[src/cpuPkg.sv]
`default_nettype none

package cpuPkg;

    // ------------------------------------------------------------
    // widths and instruction fields
    // ------------------------------------------------------------
    localparam int wordWidth  = 32;     // data and address width
    localparam int opWidth    = 5;      // opcode field width
    localparam int fieldWidth = 4;      // register field width
    localparam int opLsb      = 27;     // opcode sits in 31:27
    localparam int raLsb      = 23;     // destination Ra in 26:23
    localparam int rbLsb      = 19;     // first source Rb in 22:19
    localparam int rcLsb      = 15;     // second source Rc in 18:15

    // ------------------------------------------------------------
    // encodings
    // ------------------------------------------------------------
    typedef enum logic [opWidth-1:0] {
        opLdi  = 5'd1,                  // next memory word into Ra
        opAdd  = 5'd3,
        opSub  = 5'd4,                  // Rb minus Rc
        opAnd  = 5'd5,
        opOr   = 5'd6,
        opHalt = 5'd27                  // other codes behave the same
    } opcodeT;

    typedef enum logic [2:0] {
        aluAnd,
        aluOr,
        aluAdd,
        aluSub,
        aluInc                          // bus plus one, Y unused
    } aluOpT;

    typedef enum logic [2:0] {
        sIdle, sT0, sT1, sT2, sT3, sT4, sT5, sHalt
    } stateT;

endpackage

`default_nettype wire
[src/ctrlIf.sv]
`default_nettype none

interface ctrlIf;
    import cpuPkg::*;

    // bus drivers, at most one high per cycle
    logic pcOut;
    logic zOut;
    logic mdrOut;
    logic regOut;

    // register load enables
    logic regIn;
    logic pcIn;
    logic marIn;
    logic mdrIn;
    logic irIn;
    logic yIn;
    logic zIn;

    logic                  memRead;     // memory read strobe
    logic [fieldWidth-1:0] regSel;      // general register for regIn and regOut
    aluOpT                 aluOp;       // ALU function for this cycle

    modport sequencer (
        output pcOut, zOut, mdrOut, regOut,
        output regIn, pcIn, marIn, mdrIn, irIn, yIn, zIn,
        output memRead, regSel, aluOp
    );

    modport busSel  (input pcOut, zOut, mdrOut, regOut);
    modport regFile (input regIn, regSel);
    modport alu     (input yIn, zIn, aluOp);
    modport memory  (input pcIn, marIn, mdrIn, irIn, memRead);

endinterface

`default_nettype wire

[src/singleBusCpu.sv]
`default_nettype none

module singleBusCpu #(
    parameter int numRegs = 16
) (
    input  logic                          clock,
    input  logic                          rstN,
    input  logic                          start,
    input  logic [cpuPkg::wordWidth-1:0]  memReadData,
    input  logic [cpuPkg::fieldWidth-1:0] dbgSel,
    output logic [cpuPkg::wordWidth-1:0]  memAddr,
    output logic                          memRead,
    output logic                          done,
    output logic [cpuPkg::wordWidth-1:0]  dbgData
);
    import cpuPkg::*;

    logic [wordWidth-1:0] bus;          // the one shared bus
    logic [wordWidth-1:0] pcQ;
    logic [wordWidth-1:0] mdrQ;
    logic [wordWidth-1:0] irQ;          // back to the sequencer for decode
    logic [wordWidth-1:0] zQ;
    logic [wordWidth-1:0] regQ;

    ctrlIf ctrl0 ();

    controlSequencer #(.numRegs(numRegs)) sequencer0 (
        .clock(clock), .rstN(rstN), .start(start), .irQ(irQ), .done(done), .ctrl(ctrl0)
    );

    busMux busMux0 (
        .ctrl(ctrl0), .pcQ(pcQ), .mdrQ(mdrQ), .zQ(zQ), .regQ(regQ), .bus(bus)
    );

    registerFile #(.numRegs(numRegs)) regFile0 (
        .clock(clock), .rstN(rstN), .ctrl(ctrl0), .bus(bus), .regQ(regQ),
        .dbgSel(dbgSel), .dbgData(dbgData)
    );

    aluUnit alu0 (.clock(clock), .rstN(rstN), .ctrl(ctrl0), .bus(bus), .zQ(zQ));

    memoryInterface mem0 (
        .clock(clock), .rstN(rstN), .ctrl(ctrl0), .bus(bus), .memReadData(memReadData),
        .pcQ(pcQ), .mdrQ(mdrQ), .irQ(irQ), .memAddr(memAddr), .memRead(memRead)
    );

endmodule

`default_nettype wire

[src/memoryInterface.sv]
`default_nettype none

module memoryInterface (
    input  logic                         clock,
    input  logic                         rstN,
    ctrlIf.memory                        ctrl,
    input  logic [cpuPkg::wordWidth-1:0] bus,
    input  logic [cpuPkg::wordWidth-1:0] memReadData,
    output logic [cpuPkg::wordWidth-1:0] pcQ,
    output logic [cpuPkg::wordWidth-1:0] mdrQ,
    output logic [cpuPkg::wordWidth-1:0] irQ,
    output logic [cpuPkg::wordWidth-1:0] memAddr,
    output logic                         memRead
);
    import cpuPkg::*;

    logic [wordWidth-1:0] marQ;         // address register

    // PC, loaded with zero on start and Z during fetch
    always_ff @(posedge clock or negedge rstN) begin
        if (!rstN) begin
            pcQ <= '0;
        end else if (ctrl.pcIn) begin
            pcQ <= bus;
        end
    end

    always_ff @(posedge clock or negedge rstN) begin
        if (!rstN) begin
            marQ <= '0;
        end else if (ctrl.marIn) begin
            marQ <= bus;
        end
    end

    // MDR only takes memory data, never the bus
    always_ff @(posedge clock or negedge rstN) begin
        if (!rstN) begin
            mdrQ <= '0;
        end else if (ctrl.memRead && ctrl.mdrIn) begin
            mdrQ <= memReadData;                // word answered in the same cycle
        end
    end

    always_ff @(posedge clock or negedge rstN) begin
        if (!rstN) begin
            irQ <= '0;
        end else if (ctrl.irIn) begin
            irQ <= bus;
        end
    end

    // ------------------------------------------------------------
    // memory side
    // ------------------------------------------------------------
    assign memAddr = marQ;
    assign memRead = ctrl.memRead;

endmodule

`default_nettype wire

[src/aluUnit.sv]
`default_nettype none

module aluUnit (
    input  logic                         clock,
    input  logic                         rstN,
    ctrlIf.alu                           ctrl,
    input  logic [cpuPkg::wordWidth-1:0] bus,
    output logic [cpuPkg::wordWidth-1:0] zQ
);
    import cpuPkg::*;

    logic [wordWidth-1:0] yQ;           // first operand, held from T3
    logic [wordWidth-1:0] aluResult;

    // ------------------------------------------------------------
    // Y register
    // ------------------------------------------------------------
    always_ff @(posedge clock or negedge rstN) begin
        if (!rstN) begin
            yQ <= '0;
        end else if (ctrl.yIn) begin
            yQ <= bus;
        end
    end

    // ------------------------------------------------------------
    // function select, second operand straight from the bus
    // ------------------------------------------------------------
    always_comb begin
        case (ctrl.aluOp)
            aluAnd:  aluResult = yQ & bus;
            aluOr:   aluResult = yQ | bus;
            aluAdd:  aluResult = yQ + bus;      // wraps at 32 bits
            aluSub:  aluResult = yQ - bus;      // Y minus bus
            aluInc:  aluResult = bus + 1'b1;    // PC increment, Y bypassed
            default: aluResult = '0;
        endcase
    end

    // ------------------------------------------------------------
    // Z register, low word only
    // ------------------------------------------------------------
    always_ff @(posedge clock or negedge rstN) begin
        if (!rstN) begin
            zQ <= '0;
        end else if (ctrl.zIn) begin
            zQ <= aluResult;
        end
    end

endmodule

`default_nettype wire

[src/registerFile.sv]
`default_nettype none

module registerFile #(
    parameter int numRegs = 16
) (
    input  logic                          clock,
    input  logic                          rstN,
    ctrlIf.regFile                        ctrl,
    input  logic [cpuPkg::wordWidth-1:0]  bus,
    output logic [cpuPkg::wordWidth-1:0]  regQ,
    input  logic [cpuPkg::fieldWidth-1:0] dbgSel,
    output logic [cpuPkg::wordWidth-1:0]  dbgData
);
    import cpuPkg::*;

    localparam int selWidth = $clog2(numRegs);  // index bits actually decoded

    logic [wordWidth-1:0] regs [numRegs];
    logic                 selValid;             // regSel names an existing register
    logic                 dbgValid;

    assign selValid = ctrl.regSel < numRegs;
    assign dbgValid = dbgSel < numRegs;

    always_ff @(posedge clock or negedge rstN) begin
        if (!rstN) begin
            for (int i = 0; i < numRegs; i++) begin
                regs[i] <= '0;
            end
        end else if (ctrl.regIn && selValid) begin
            regs[ctrl.regSel[selWidth-1:0]] <= bus;
        end
    end

    // bus side read, same select as the write
    assign regQ = selValid ? regs[ctrl.regSel[selWidth-1:0]] : '0;

    // debug read, independent of the datapath
    assign dbgData = dbgValid ? regs[dbgSel[selWidth-1:0]] : '0;

endmodule

`default_nettype wire

[src/busMux.sv]
`default_nettype none

module busMux (
    ctrlIf.busSel                        ctrl,
    input  logic [cpuPkg::wordWidth-1:0] pcQ,
    input  logic [cpuPkg::wordWidth-1:0] mdrQ,
    input  logic [cpuPkg::wordWidth-1:0] zQ,
    input  logic [cpuPkg::wordWidth-1:0] regQ,
    output logic [cpuPkg::wordWidth-1:0] bus
);

    always_comb begin
        bus = '0;                       // nothing driving reads as zero
        if (ctrl.pcOut) begin
            bus = pcQ;
        end else if (ctrl.zOut) begin
            bus = zQ;
        end else if (ctrl.mdrOut) begin
            bus = mdrQ;
        end else if (ctrl.regOut) begin
            bus = regQ;
        end
    end

    // two drivers would be a contention on the real bus
    always_comb begin
        assert ($onehot0({ctrl.pcOut, ctrl.zOut, ctrl.mdrOut, ctrl.regOut}))
            else $error("more than one bus driver: pc %b z %b mdr %b reg %b",
                        ctrl.pcOut, ctrl.zOut, ctrl.mdrOut, ctrl.regOut);
    end

endmodule

`default_nettype wire

[src/controlSequencer.sv]
`default_nettype none

module controlSequencer #(
    parameter int numRegs = 16
) (
    input  logic                         clock,
    input  logic                         rstN,
    input  logic                         start,
    input  logic [cpuPkg::wordWidth-1:0] irQ,
    output logic                         done,
    ctrlIf.sequencer                     ctrl
);
    import cpuPkg::*;

    stateT                 state;       // current step
    stateT                 nextState;
    opcodeT                opcode;      // decoded from IR
    logic [fieldWidth-1:0] raSel;
    logic [fieldWidth-1:0] rbSel;
    logic [fieldWidth-1:0] rcSel;
    logic                  isAluOp;     // register to register instruction
    aluOpT                 opAlu;       // ALU function of that instruction

    assign opcode = opcodeT'(irQ[opLsb +: opWidth]);
    assign raSel  = irQ[raLsb +: fieldWidth];
    assign rbSel  = irQ[rbLsb +: fieldWidth];
    assign rcSel  = irQ[rcLsb +: fieldWidth];

    always_comb begin
        isAluOp = 1'b1;
        opAlu   = aluAnd;
        case (opcode)
            opAnd:   opAlu = aluAnd;
            opOr:    opAlu = aluOr;
            opAdd:   opAlu = aluAdd;
            opSub:   opAlu = aluSub;
            default: isAluOp = 1'b0;    // ldi, halt and unknown codes
        endcase
    end

    always_ff @(posedge clock or negedge rstN) begin
        if (!rstN) begin
            state <= sIdle;
        end else begin
            state <= nextState;
        end
    end

    // ------------------------------------------------------------
    // strobes per step
    // ------------------------------------------------------------
    always_comb begin
        nextState    = state;
        ctrl.pcOut   = 1'b0;
        ctrl.zOut    = 1'b0;
        ctrl.mdrOut  = 1'b0;
        ctrl.regOut  = 1'b0;
        ctrl.regIn   = 1'b0;
        ctrl.pcIn    = 1'b0;
        ctrl.marIn   = 1'b0;
        ctrl.mdrIn   = 1'b0;
        ctrl.irIn    = 1'b0;
        ctrl.yIn     = 1'b0;
        ctrl.zIn     = 1'b0;
        ctrl.memRead = 1'b0;
        ctrl.regSel  = '0;
        ctrl.aluOp   = aluAnd;
        done         = 1'b0;
        case (state)
            sIdle: begin
                if (start) begin
                    ctrl.pcIn = 1'b1;   // idle bus is zero, so PC clears
                    nextState = sT0;
                end
            end
            sT0: begin                  // PC to MAR, Z gets PC + 1
                ctrl.pcOut = 1'b1;
                ctrl.marIn = 1'b1;
                ctrl.aluOp = aluInc;
                ctrl.zIn   = 1'b1;
                nextState  = sT1;
            end
            sT1: begin                  // Z back to PC while memory is read
                ctrl.zOut    = 1'b1;
                ctrl.pcIn    = 1'b1;
                ctrl.memRead = 1'b1;
                ctrl.mdrIn   = 1'b1;
                nextState    = sT2;
            end
            sT2: begin
                ctrl.mdrOut = 1'b1;     // instruction word into IR
                ctrl.irIn   = 1'b1;
                nextState   = sT3;
            end
            sT3: begin
                case (opcode)
                    opLdi: begin        // address the immediate word
                        ctrl.pcOut = 1'b1;
                        ctrl.marIn = 1'b1;
                        ctrl.aluOp = aluInc;
                        ctrl.zIn   = 1'b1;
                        nextState  = sT4;
                    end
                    opAnd, opOr, opAdd, opSub: begin
                        ctrl.regOut = 1'b1;
                        ctrl.regSel = rbSel;    // Rb into Y
                        ctrl.yIn    = 1'b1;
                        nextState   = sT4;
                    end
                    opHalt:  nextState = sHalt;
                    default: nextState = sHalt; // unknown code stops the run
                endcase
            end
            sT4: begin
                if (isAluOp) begin
                    ctrl.regOut = 1'b1;
                    ctrl.regSel = rcSel;        // Rc on the bus, Y op bus into Z
                    ctrl.aluOp  = opAlu;
                    ctrl.zIn    = 1'b1;
                end else begin
                    ctrl.zOut    = 1'b1;        // step PC past the immediate
                    ctrl.pcIn    = 1'b1;
                    ctrl.memRead = 1'b1;
                    ctrl.mdrIn   = 1'b1;
                end
                nextState = sT5;
            end
            sT5: begin
                ctrl.zOut   = isAluOp;          // result from Z
                ctrl.mdrOut = !isAluOp;         // or immediate from MDR
                ctrl.regIn  = 1'b1;
                ctrl.regSel = raSel;
                nextState   = sT0;
            end
            sHalt: begin
                done      = 1'b1;
                nextState = sIdle;
            end
            default: nextState = sIdle;
        endcase
    end

    // ------------------------------------------------------------
    // checks
    // ------------------------------------------------------------
    regSelRange: assert property (@(posedge clock) disable iff (!rstN)
        (ctrl.regIn || ctrl.regOut) |-> (ctrl.regSel < numRegs))
        else $error("register %0d selected with only %0d registers", ctrl.regSel, numRegs);

    donePulse: assert property (@(posedge clock) disable iff (!rstN)
        done |=> !done)
        else $error("done held longer than one cycle");

endmodule

`default_nettype wire

[config.mk]
export PLATFORM = sky130hd
export DESIGN_NAME = singleBusCpu
export DESIGN_NICKNAME = d
export VERILOG_FILES = /design/src/cpuPkg.sv /design/src/ctrlIf.sv /design/src/singleBusCpu.sv /design/src/memoryInterface.sv /design/src/aluUnit.sv /design/src/registerFile.sv /design/src/busMux.sv /design/src/controlSequencer.sv
export SDC_FILE = /design/constraint.sdc
export NUM_CORES = 2
export LEC_CHECK = 0
export BUFFER_PORTS_ARGS = -buffer_cell sky130_fd_sc_hd__buf_2
export CORE_MARGIN = 10
export CORE_UTILIZATION = 40
export DETAILED_ROUTE_END_ITERATION = 7
export SLEW_MARGIN = 10
export SYNTH_ARGS = -nofsm -noshare
export SYNTH_HDL_FRONTEND = slang
export SYNTH_SLANG_ARGS = --single-unit
[constraint.sdc]
create_clock -name clock -period 7.33 [get_ports clock]
set_input_delay 1.466 -clock clock [delete_from_list [all_inputs] [get_ports clock]]
set_output_delay 1.466 -clock clock [all_outputs]
set_load 0.1 [all_outputs]
==> results.json <==
{
  "die_h_microns": 332,
  "place_ws_ps": 847,
  "post-dp-hpwl_microns": 83300,
  "antenna_left": 0,
  "required_arrival_time_at_the_worst_endpoint_ps": 7820,
  "clock_skew_ps": 30.2,
  "worst_slack_ps": 666,
  "place_congestion": 0.891,
  "seqPwrFrac_pct": 26.8,
  "row_count": 114,
  "gr-usage-all-layers_pct": 23.2,
  "finalWirelength_microns": 131000,
  "startpoint_type": "register",
  "setup_repair_after_global_routing_missed_its_margin": "false",
  "start_util_pct": 40.3,
  "power.ir.vdd_worst_mv": 0.388,
  "critical_path_data_arrival_time_ps": 7150,
  "synth_seq_cells": 692,
  "max-clock-path-buffers": 3,
  "max-slew-margin-rel_pct": 12.4,
  "r2r_cells": 23,
  "status": "completed",
  "hold_path.startpoint": "mem0.memAddr[8]",
  "synthesis.area_per_instance_sq_um": 9.10,
  "wire_length_of_the_first_global_routing_pass_microns": 200000,
  "timing.final.setup_violations": 0,
  "post_synth_instance_area_sq_um": 39000,
  "fillerInstances": 9307,
  "multi_input_comb_area_sq_um": 19800,
  "cp_max_fo": 66,
  "fp.coreArea_sq_um": 96700,
  "drt_first_iter_violations": 3749,
  "synth_ff_type": "sky130_fd_sc_hd__dfrtp_1",
  "synth-seq-area-share_pct": 44.4,
  "fp.dieArea_sq_um": 110000,
  "master_of_the_slowest_instance_on_the_critical_path": "sky130_fd_sc_hd__and2_4",
  "finalMaxSlewViolations": 0,
  "reg2reg_from": "sequencer0.state[0]",
  "power.internal_w": 0.0106,
  "timing.final.hold_violations": 0,
  "clkSinkCount": 692,
  "placement.io_buffers": 104,
  "grt_pass1_vias": 31300,
  "cts_hold_buffers": 0,
  "max_clock_freq_mhz": 150,
  "power_switching_share_pct": 47.6,
  "worstReg2RegEnd": "alu0.zQ[24]",
  "drive_gt1_share_pct": 14.1,
  "final_min_period_over_clock_period_pct": 90.9,
  "post-cts-setup-buffers": 0,
  "critPathMostFrequentCell": "sky130_fd_sc_hd__a311oi_1",
  "drcViolationCount": 0,
  "cts.reportedPaths.clkPinSlew_ps": 60,
  "layout_min_cycle_time_ps": 6660,
  "design.final.nets": 4391,
  "top_level_ports": 105,
  "layout.area.seq_sq_um": 17300,
  "critPathKind": "reg -> reg",
  "clk-insertion-delay-late_ps": 660,
  "power_density_nw_per_um2": 467,
  "via_count": 32800,
  "max_cap_viol_count": 0,
  "cts_buffers": 80,
  "p_leak_nw": 18.8,
  "flow.area_growth_from_synthesis_pct": 11.3,
  "ys_warn_count": 0,
  "layoutNonFillerInstCount": 5562,
  "postSynthCellCount": 4282,
  "min_to": "mem0.memAddr[8]",
  "async_flop_share_pct": 100,
  "synth_cell_types": 78,
  "worst_slew_pin_slew_ps": 1310,
  "h-tree-depth": 3,
  "setup_tns_ps": 0,
  "cts_tree": "built",
  "timing.hold.worst_path_depth": 2,
  "path_cells": "buf_4, mux2_2, o211ai_1, and2_4, nand2_1, and3_1, a311oi_1, a311oi_1, o31a_1, inv_1, ha_1, inv_1, fa_1, nor2b_1, o21ai_0, a21oi_1, o21ai_1, o31ai_1, or3_1, a311oi_1, xnor2_1, a221oi_1, o22ai_1",
  "dpl.cell_count": 5417,
  "global_route.overflow_total": 0,
  "chipWidth_microns": 332,
  "root_buffer": "sky130_fd_sc_hd__clkbuf_16",
  "critPathMaxStageDelay_ps": 810,
  "synth_edf_count": 0,
  "maximum_number_of_pins_on_one_net_before_global_route_repair": 164,
  "ratio_of_routed_vias_to_standard_cells": 5.89,
  "insertedDiodeCount": 0,
  "initial_antenna_violation_count": 3,
  "wire_per_inst_microns": 23.6,
  "combinationalPowerShare_pct": 52.3,
  "critical_path.endpoint_type": "register",
  "power.share.clock_pct": 20.9,
  "synth.net_count": 4450,
  "cts_repair_resize_count": 0,
  "regToRegSetupSlack_ps": 670,
  "drt_pass1_iterations": 6,
  "hold_class": "reg -> reg",
  "power_switching_w": 0.00964
}
==> flip-flops by register name (all words and copies together) (netlist names) <==
name	flops
regFile0.regs	512
alu0.yQ	32
alu0.zQ	32
mem0.mdrQ	32
mem0.memAddr	32
mem0.pcQ	32
mem0.irQ	17
sequencer0.state	3
==> synth_stat cells, types with 36 or more instances <==
cell type | count | area share, %
sky130_fd_sc_hd__nand3_1 | 134 | 1.7
sky130_fd_sc_hd__and3_1 | 72 | 1.2
sky130_fd_sc_hd__nor2_1 | 244 | 2.4
sky130_fd_sc_hd__inv_1 | 97 | 0.93
sky130_fd_sc_hd__o21ai_0 | 503 | 6.5
sky130_fd_sc_hd__dfrtp_1 | 692 | 44
sky130_fd_sc_hd__xnor2_1 | 36 | 0.81
sky130_fd_sc_hd__a311oi_1 | 115 | 2.6
sky130_fd_sc_hd__clkbuf_1 | 239 | 2.3
sky130_fd_sc_hd__nand2_1 | 1135 | 11
sky130_fd_sc_hd__ha_1 | 127 | 4.1
sky130_fd_sc_hd__buf_2 | 80 | 1.0
sky130_fd_sc_hd__mux4_2 | 160 | 9.2
sky130_fd_sc_hd__a21oi_1 | 210 | 2.7
==> worst max path at each step <==
stage | startpoint | to
floorplan | dbgSel[0] | dbgData[14]
global placement | sequencer0.state[0] | alu0.zQ[24]
detailed placement | sequencer0.state[0] | alu0.zQ[24]
CTS | sequencer0.state[0] | alu0.zQ[24]
global route | sequencer0.state[1] | alu0.zQ[24]
finish | sequencer0.state[0] | alu0.zQ[24]
==> per-layer routing <==
metal | wire length [microns] | part of all wire (%) | GRT usage, % | vias up
met1 | 57300 | 44 | 32.4 | 16300
met5 | 13 | 0.0099 | 0 | -
met4 | 3920 | 3.0 | 7.16 | 2
li1 | - | - | - | 14900
met2 | 59500 | 45 | 36.2 | 1309
met3 | 10500 | 8.0 | 4.12 | 221
==> power groups by stage <==
stage	registers (W)	clock network [W]	logic [W]
after global placement	0.00545	0	0.0103
final	0.00543	0.00422	0.0106
after floorplan	0.00579	0	0.00679
after detailed placement	0.00547	0	0.0104
after global routing	0.00552	0.00444	0.0115
after CTS	0.00541	0.00428	0.0104
==> through the flow <==
step / util, % / total power (W) / hold slack (ps) / cell area [sq um]
final: 44.9 / 0.0202 / 475 / 43400
after global routing: 44.9 / 0.0214 / 501 / 43400
after CTS: 44.9 / 0.0201 / 478 / 43400
after detailed placement: 42.0 / 0.0158 / 458 / 40600
after global placement: 42.0 / 0.0158 / 457 / 40600
after floorplan: - / 0.0126 / 444 / 39000
==> cell families (layout without fill, tap and decap cells) <==
group / after synthesis / in the layout / synth area share, %
and+or+nand+nor: 1667 / 1667 / 17.6
adders and majority gates: 129 / 129 / 4.18
DFF: 692 / 692 / 44.4
buffers and inverters: 462 / 466 / 5.10
muxes: 206 / 206 / 10.5
xor gates and xnor gates: 49 / 49 / 1.10
AOI/OAI and AO/OA: 1077 / 1077 / 17.0
==> layout by cell type, fill, tap and decap left out, drive strengths merged, types with 15 or more instances in the layout <==
cell    synthesis  routed
a222oi         32      32
a21oi         214     214
a31oi          18      18
dfrtp         692     692
and3           72      72
nand2        1135    1135
a221oi         21      21
buf           124     223
clkbuf        240     107
ha            127     127
o21ai         524     524
xnor2          36      36
nor3           15      15
nor2          245     245
nand3         134     134
a21o           17      17
o31a           27      27
a311oi        115     115
clkinv          0      20
mux2           33      33
mux4          160     160
inv            98     103
==> layout make-up <==
cell class              count  area share, %
repair buffers            223           3.59
multi-input cells        3128           45.6
clock buffers             107           5.27
flip-flops and latches    692           39.9
clock inverters            38           1.08
well taps                1276           3.68
inverters                  98          0.848
==> worst max-delay path, delay by kind of cell (launching register included) <==
family,cells,cell delay (ps)
buffers and inverters,3,470
XOR/XNOR,1,140
AO/OA/AOI/OAI,11,2770
flip-flops,1,400
AND/OR/NAND/NOR,5,1670
multiplexers,1,350
adder cells (fa/ha/maj),2,630
Note: power is estimated with default switching activity, not from simulation.
